`src/source/eeprom_defines.svh`:
```
`ifndef EEPROM_DEFINES_SVH
`define EEPROM_DEFINES_SVH

// memory geometry of the 24C16 part
`define EE_ADDR_W 11
`define EE_DATA_W 8

// upper nibble of the control byte
`define EE_DEV_CODE 4'b1010

// CLK cycles per quarter of an SCL period
`define SCL_QTR 2

`endif

```
`src/source/eeprom_pkg.sv`:
```
`default_nettype none

`include "eeprom_defines.svh"

package eeprom_pkg;

    typedef logic [`EE_ADDR_W-1:0] ee_addr_t;
    typedef logic [`EE_DATA_W-1:0] ee_data_t;

    // one bus-level operation for the byte engine
    typedef enum logic [1:0]
    {
        CMD_START = 2'd0,
        CMD_STOP  = 2'd1,
        CMD_WRITE = 2'd2,
        CMD_READ  = 2'd3
    } bit_cmd_e;

endpackage

`default_nettype wire

```
`src/source/ee_sequencer.sv`:
```
`default_nettype none

`include "eeprom_defines.svh"

module ee_sequencer
(
    input  wire logic                 CLK,
    input  wire logic                 RESET,
    input  wire logic                 wr,
    input  wire logic                 rd,
    input  wire eeprom_pkg::ee_addr_t addr,
    input  wire eeprom_pkg::ee_data_t wr_data,
    output eeprom_pkg::ee_data_t      rd_data,
    output logic                      busy,
    output logic                      done,
    output logic                      nack,
    output logic                      cmd_valid,
    output eeprom_pkg::bit_cmd_e      cmd,
    output eeprom_pkg::ee_data_t      cmd_byte,
    output logic                      cmd_last,
    input  wire logic                 cmd_done,
    input  wire eeprom_pkg::ee_data_t rx_byte,
    input  wire logic                 rx_ack
);

    typedef enum logic [3:0]
    {
        S_IDLE,
        S_START,
        S_CTRL_W,
        S_ADDR,
        S_DATA,
        S_RSTART,
        S_CTRL_R,
        S_READ,
        S_STOP,
        S_DONE
    } seq_state_e;

    seq_state_e           state;
    seq_state_e           nxt;
    logic                 op_rd;
    eeprom_pkg::ee_addr_t addr_r;
    eeprom_pkg::ee_data_t data_r;

    assign busy     = (state != S_IDLE);
    assign done     = (state == S_DONE);
    assign cmd_last = (state == S_READ);   // master NACKs the single read byte

    // command follows from the state being served
    always_comb
    begin
        cmd      = eeprom_pkg::CMD_STOP;
        cmd_byte = '0;
        case (state)
            S_START, S_RSTART:
                cmd = eeprom_pkg::CMD_START;
            S_CTRL_W:
            begin
                cmd      = eeprom_pkg::CMD_WRITE;
                cmd_byte = {`EE_DEV_CODE, addr_r[`EE_ADDR_W-1:8], 1'b0};
            end
            S_ADDR:
            begin
                cmd      = eeprom_pkg::CMD_WRITE;
                cmd_byte = addr_r[7:0];
            end
            S_DATA:
            begin
                cmd      = eeprom_pkg::CMD_WRITE;
                cmd_byte = data_r;
            end
            S_CTRL_R:
            begin
                cmd      = eeprom_pkg::CMD_WRITE;
                cmd_byte = {`EE_DEV_CODE, addr_r[`EE_ADDR_W-1:8], 1'b1};
            end
            S_READ:
                cmd = eeprom_pkg::CMD_READ;
            default:
                cmd = eeprom_pkg::CMD_STOP;
        endcase
    end

    always_comb
    begin
        nxt = state;
        case (state)
            S_IDLE:   if (wr || rd) nxt = S_START;
            S_START:  if (cmd_done) nxt = S_CTRL_W;
            S_CTRL_W: if (cmd_done) nxt = rx_ack ? S_ADDR : S_STOP;
            S_ADDR:   if (cmd_done) nxt = !rx_ack ? S_STOP : (op_rd ? S_RSTART : S_DATA);
            S_DATA:   if (cmd_done) nxt = S_STOP;
            S_RSTART: if (cmd_done) nxt = S_CTRL_R;
            S_CTRL_R: if (cmd_done) nxt = rx_ack ? S_READ : S_STOP;
            S_READ:   if (cmd_done) nxt = S_STOP;
            S_STOP:   if (cmd_done) nxt = S_DONE;
            default:  nxt = S_IDLE;
        endcase
    end

    always_ff @(posedge CLK)
    begin
        if (RESET)
        begin
            state     <= S_IDLE;
            cmd_valid <= 1'b0;
            nack      <= 1'b0;
        end
        else
        begin
            state     <= nxt;
            // one pulse on entry to each bus step
            cmd_valid <= (nxt != state) && (nxt != S_IDLE) && (nxt != S_DONE);
            if (state == S_IDLE && (wr || rd))
                nack <= 1'b0;
            else if (cmd_done && cmd == eeprom_pkg::CMD_WRITE && !rx_ack)
                nack <= 1'b1;
        end
    end

    always_ff @(posedge CLK)
    begin
        if (state == S_IDLE && (wr || rd))
        begin
            op_rd  <= !wr;   // wr wins
            addr_r <= addr;
            data_r <= wr_data;
        end
        if (cmd_done && state == S_READ)
            rd_data <= rx_byte;
    end

endmodule

`default_nettype wire

```
`src/source/eeprom_ctrl.sv`:
```
`default_nettype none

module eeprom_ctrl
(
    input  wire logic                 CLK,
    input  wire logic                 RESET,
    input  wire logic                 wr,
    input  wire logic                 rd,
    input  wire eeprom_pkg::ee_addr_t addr,
    input  wire eeprom_pkg::ee_data_t wr_data,
    output eeprom_pkg::ee_data_t      rd_data,
    output logic                      busy,
    output logic                      done,
    output logic                      nack,
    output logic                      scl,
    output logic                      sda_oe,
    input  wire logic                 sda_in
);

    logic                 cmd_valid;
    eeprom_pkg::bit_cmd_e cmd;
    eeprom_pkg::ee_data_t cmd_byte;
    logic                 cmd_last;
    logic                 cmd_done;
    eeprom_pkg::ee_data_t rx_byte;
    logic                 rx_ack;

    ee_sequencer u_seq
    (
        .CLK       (CLK),
        .RESET     (RESET),
        .wr        (wr),
        .rd        (rd),
        .addr      (addr),
        .wr_data   (wr_data),
        .rd_data   (rd_data),
        .busy      (busy),
        .done      (done),
        .nack      (nack),
        .cmd_valid (cmd_valid),
        .cmd       (cmd),
        .cmd_byte  (cmd_byte),
        .cmd_last  (cmd_last),
        .cmd_done  (cmd_done),
        .rx_byte   (rx_byte),
        .rx_ack    (rx_ack)
    );

    // bit-level bus timing
    i2c_byte_engine u_eng
    (
        .CLK       (CLK),
        .RESET     (RESET),
        .cmd_valid (cmd_valid),
        .cmd       (cmd),
        .cmd_byte  (cmd_byte),
        .cmd_last  (cmd_last),
        .cmd_done  (cmd_done),
        .rx_byte   (rx_byte),
        .rx_ack    (rx_ack),
        .scl       (scl),
        .sda_oe    (sda_oe),
        .sda_in    (sda_in)
    );

endmodule

`default_nettype wire

```
`src/source/i2c_byte_engine.sv`:
```
`default_nettype none

`include "eeprom_defines.svh"

module i2c_byte_engine
(
    input  wire logic                 CLK,
    input  wire logic                 RESET,
    input  wire logic                 cmd_valid,
    input  wire eeprom_pkg::bit_cmd_e cmd,
    input  wire eeprom_pkg::ee_data_t cmd_byte,
    input  wire logic                 cmd_last,
    output logic                      cmd_done,
    output eeprom_pkg::ee_data_t      rx_byte,
    output logic                      rx_ack,
    output logic                      scl,
    output logic                      sda_oe,
    input  wire logic                 sda_in
);

    localparam int QW = $clog2(`SCL_QTR + 1);

    logic                 active;
    logic [1:0]           phase;    // quarter within the bit
    logic [QW-1:0]        qcnt;
    logic [3:0]           bitcnt;   // 0..7 data, 8 is the ack bit
    eeprom_pkg::bit_cmd_e cmd_r;
    eeprom_pkg::ee_data_t sh;
    logic                 last_r;
    logic                 qend;
    logic                 bit_last;

    assign qend = (qcnt == QW'(`SCL_QTR - 1));

    // start and stop are a single bit time
    assign bit_last = (cmd_r == eeprom_pkg::CMD_START) ||
                      (cmd_r == eeprom_pkg::CMD_STOP) ||
                      (bitcnt == 4'd8);

    assign cmd_done = active && qend && (phase == 2'd3) && bit_last;

    always_ff @(posedge CLK)
    begin
        if (RESET)
        begin
            active <= 1'b0;
            phase  <= 2'd0;
            qcnt   <= '0;
            bitcnt <= 4'd0;
            scl    <= 1'b1;
            sda_oe <= 1'b0;
            rx_ack <= 1'b0;
        end
        else if (!active)
        begin
            if (cmd_valid)
            begin
                active <= 1'b1;
                phase  <= 2'd0;
                qcnt   <= '0;
                bitcnt <= 4'd0;
                scl    <= 1'b0;
                // first quarter, SCL low, set up SDA
                case (cmd)
                    eeprom_pkg::CMD_START: sda_oe <= 1'b0;
                    eeprom_pkg::CMD_STOP:  sda_oe <= 1'b1;
                    eeprom_pkg::CMD_WRITE: sda_oe <= ~cmd_byte[7];
                    default:               sda_oe <= 1'b0;
                endcase
            end
        end
        else if (!qend)
        begin
            qcnt <= qcnt + 1'b1;
        end
        else
        begin
            qcnt  <= '0;
            phase <= phase + 2'd1;
            case (phase)
                2'd0:
                begin
                    scl <= 1'b1;
                end
                2'd1:
                begin
                    // middle of SCL high
                    if (cmd_r == eeprom_pkg::CMD_START)
                        sda_oe <= 1'b1;
                    else if (cmd_r == eeprom_pkg::CMD_STOP)
                        sda_oe <= 1'b0;
                    else if (cmd_r == eeprom_pkg::CMD_WRITE && bitcnt == 4'd8)
                        rx_ack <= ~sda_in;   // slave pulled low
                end
                2'd2:
                begin
                    if (cmd_r != eeprom_pkg::CMD_STOP)
                        scl <= 1'b0;         // bus stays idle after a stop
                end
                default:
                begin
                    if (bit_last)
                    begin
                        active <= 1'b0;
                    end
                    else
                    begin
                        bitcnt <= bitcnt + 4'd1;
                        if (bitcnt == 4'd7)
                            sda_oe <= (cmd_r == eeprom_pkg::CMD_READ) ? ~last_r : 1'b0;
                        else
                            sda_oe <= (cmd_r == eeprom_pkg::CMD_WRITE) ? ~sh[6] : 1'b0;
                    end
                end
            endcase
        end
    end

    // command payload and shift registers
    always_ff @(posedge CLK)
    begin
        if (!active && cmd_valid)
        begin
            cmd_r  <= cmd;
            sh     <= cmd_byte;
            last_r <= cmd_last;
        end
        else if (active && qend)
        begin
            if (phase == 2'd1 && cmd_r == eeprom_pkg::CMD_READ && bitcnt < 4'd8)
                rx_byte <= {rx_byte[6:0], sda_in};   // msb first
            if (phase == 2'd3)
                sh <= {sh[6:0], 1'b0};
        end
    end

endmodule

`default_nettype wire
```
`config.mk`:
```
export PLATFORM = sky130hd
export DESIGN_NAME = eeprom_ctrl
export DESIGN_NICKNAME = d
export VERILOG_FILES = /design/src/source/eeprom_pkg.sv /design/src/source/ee_sequencer.sv /design/src/source/eeprom_ctrl.sv /design/src/source/i2c_byte_engine.sv
export VERILOG_INCLUDE_DIRS = /design/src /design/src/source
export SDC_FILE = /design/constraint.sdc
export NUM_CORES = 1
export LEC_CHECK = 0
export ABC_AREA = 0
export ABC_CLOCK_PERIOD_IN_PS = 3800
export BUFFER_PORTS_ARGS = -buffer_cell sky130_fd_sc_hd__buf_2
export CORE_AREA = 10 10 99 101
export DETAILED_ROUTE_END_ITERATION = 10
export DIE_AREA = 0 0 109 111
export HOLD_SLACK_MARGIN = 0.15
export SETUP_SLACK_MARGIN = 0.15
export SLEW_MARGIN = 25
export SYNTH_ARGS = -nofsm -noshare
export SYNTH_HDL_FRONTEND = slang
export SYNTH_SLANG_ARGS = --single-unit
```
`constraint.sdc`:
```
create_clock -name CLK -period 3.8 [get_ports CLK]
set_clock_uncertainty 0.05 [all_clocks]
set_input_delay 0.19 -clock CLK [delete_from_list [all_inputs] [get_ports CLK]]
set_output_delay 0.19 -clock CLK [all_outputs]
set_load 0.05 [all_outputs]
```
==> impl_metrics.json <==
{
  "placed_cells": 364,
  "cap_violations": 0,
  "vias": 1922,
  "synth_top_flop_cell": "edfxtp_1",
  "synth_edf_count": 46,
  "drive_above_1_share_pct": 19.9,
  "yosysMostFrequentCell": "edfxtp_1",
  "fin_setup_tns_ns": 0,
  "status": "complete, no violations",
  "finalCritPeriodShare_pct": 58.9,
  "cts_sinks": 64,
  "dp_slack_ns": 1.49,
  "cts-root-buf": "clkbuf_8",
  "synth_nets": 265,
  "port_buffers": 36,
  "netlist_instances": 234,
  "antenna_cells": 0,
  "tightestPinTransition_ns": 0.671,
  "setup_viol": 0,
  "die-area_um2": 12100,
  "area_delta_synth_final_pct": 24.5,
  "cp.arrival_ns": 2.41,
  "worst_slew_margin_rel_pct": 55.2,
  "path_clk_slew_ns": 0.07,
  "cp.required_ns": 3.97,
  "num_io_pins": 37,
  "drt-total-wl_mm": 5.74,
  "dr.pass1.iters": 4,
  "cts_made_buffers": 9,
  "ys_async_sr_fraction_pct": 0,
  "yosys_warnings": 0,
  "htreeDepth": 3,
  "drc": 0,
  "dr.first_iter.drc_count": 99,
  "die_w_um": 109,
  "ant_nets": 0,
  "cellPowerDensity_nw_per_um2": 450,
  "post-dp-hpwl_mm": 3.99,
  "gr-usage-all-layers_pct": 10.0,
  "ys_seq_elements": 64,
  "core_area_um2": 7970,
  "synthTopCellsByCount": "46 x edfxtp_1, 21 x nor2_1, 18 x dfxtp_1",
  "final_area_um2": 3450,
  "grt_pass1_wl_mm": 9.62,
  "fin_ws_ns": 1.56,
  "ys_seq_area_share_pct": 62.9,
  "final_hold_viol_count": 0,
  "nNetsFinal": 322,
  "critPathLaunchType": "flop",
  "cts_buffer_depth": 2,
  "routedWlPerCell_um": 14.3,
  "antenna_found_initial": 0,
  "grt_setup_unrepaired": "false",
  "finalCriticalPeriod_ns": 2.24,
  "grt_pass1_vias": 1993,
  "fmax_mhz": 447,
  "die_height_um": 111,
  "ctsResizeCount": 0,
  "power_leakage_nw": 1.29,
  "dpl_cell_area_um2": 3030,
  "netlist.area_leader.share_pct": 49.9,
  "vias_per_cell": 4.79,
  "hold_depth": 2,
  "hold_path.class": "input pin to flop",
  "postCtsSetupBuffers": 0,
  "synth.cell_area_um2": 2770,
  "cts_tree": "built",
  "final_cells": 401,
  "worst-r2r-cell-count": 6,
  "peakVddDrop_mv": 0.244,
  "maxSlewViolCount": 0,
  "critPathMaxFanout": 22,
  "synthTopCellsByArea": "edfxtp_1 50%, dfxtp_1 13%, ha_1 3.2%",
  "start_util_pct": 34.7,
  "crit_path_end_kind": "flop",
  "syn_area_per_cell_um2": 11.8,
  "rows": 33,
  "grt.overflow.total": 0,
  "clk_latency_ns": 0.34,
  "synthDistinctLibCells": 50,
  "path_class": "flop to flop",
  "synth_area_leader_cell": "edfxtp_1",
  "gp_congestion": 0.817,
  "cts_hold_buf": 21,
  "grt_max_degree": 23
}
layer usage:
| metal | track usage [%] | share of wire [%] |
|---|---|---|
| met1 | 11.9 | 44 |
| met2 | 15.4 | 49 |
| met3 | 4.24 | 6.2 |
| met4 | 4.22 | 1.3 |
| met5 | 0 | 0 |
registers in the layout, indices dropped and copies added (netlist names), 2 cells and up:
name,cells
u_eng.sh,7
u_seq.state,4
u_eng.rx_byte,8
u_eng.cmd_r,2
u_seq.rd_data,8
u_eng.bitcnt,4
u_eng.phase,2
u_eng.qcnt,2
u_seq.addr_r,11
u_seq.data_r,8
cell type report:
type / instances / area, um^2
fill: 761 / 4520
clock inverter: 4 / 68.8
clock buffer: 12 / 135
sequential: 64 / 1740
tap: 105 / 131
inverter: 14 / 52.6
multi-input combinational: 144 / 918
timing repair buffer: 58 / 398
path summary, 6_finish.rpt:
check | start | end | slack [ns]
worst max-delay path | u_seq.state[0] | u_seq.cmd_valid | 1.56
worst min-delay path | RESET | u_eng.bitcnt[0] | 0.17
worst max register to register | u_seq.state[0] | u_seq.cmd_valid | 1.56
worst min register to register | u_eng.rx_byte[7] | u_seq.rd_data[7] | 0.38
per-stage QoR:
step | util (%) | hold WS [ns] | power (mW)
2_1_floorplan | - | 0.212 | 0.906
3_3_place_gp | 38.0 | 0.317 | 0.940
3_5_place_dp | 38.0 | 0.318 | 0.942
4_1_cts | 43.2 | 0.155 | 1.57
5_1_grt | 43.2 | 0.165 | 1.63
6_report | 43.2 | 0.172 | 1.55
logic make-up after synthesis:
group                      after synthesis  share of synthesized area, %
and+or+nand+nor                         79                          15.1
DFF                                     64                          62.9
AOI/OAI and AO/OA                       51                          12.1
buffers and inverters                   26                          4.07
adders and majority gates                7                          3.16
muxes                                    4                          1.67
xor gates and xnor gates                 3                         0.950
report_power, final:
group / switching (mW) / internal, mW
Combinational: 0.0745 / 0.0570
Sequential: 0.0240 / 0.789
Clock: 0.241 / 0.367
cell usage in the layout, fill, tap and decap left out, types with 2 or more instances in the layout:
master / count
ha_1: 7
clkbuf_8: 9
edfxtp_1: 46
nor2b_1: 5
mux2i_1: 2
a22oi_1: 4
inv_2: 2
dlygate4sd3_1: 21
clkbuf_1: 3
and3_1: 3
a31oi_1: 4
a21oi_1: 15
or3_1: 2
dfxtp_1: 18
a22o_1: 3
nor3_1: 10
a211oi_1: 5
o21ai_0: 4
nor2_1: 21
a32o_1: 2
nand2_1: 17
buf_2: 36
nor3b_1: 2
xnor2_1: 3
inv_1: 12
nor4_1: 2
o21ai_1: 4
bufinv_16: 2
nand4b_1: 2
nand3_1: 6
critical path, cell delays in order, from the launching register on:
cell and delay (ns):
dfxtp_1 0.47, or3_4 0.48, nor3_4 0.16, buf_4 0.30, or3_1 0.17, o311a_2 0.19, mux2_4 0.29
No activity file was read; power rests on OpenSTA's default activity.
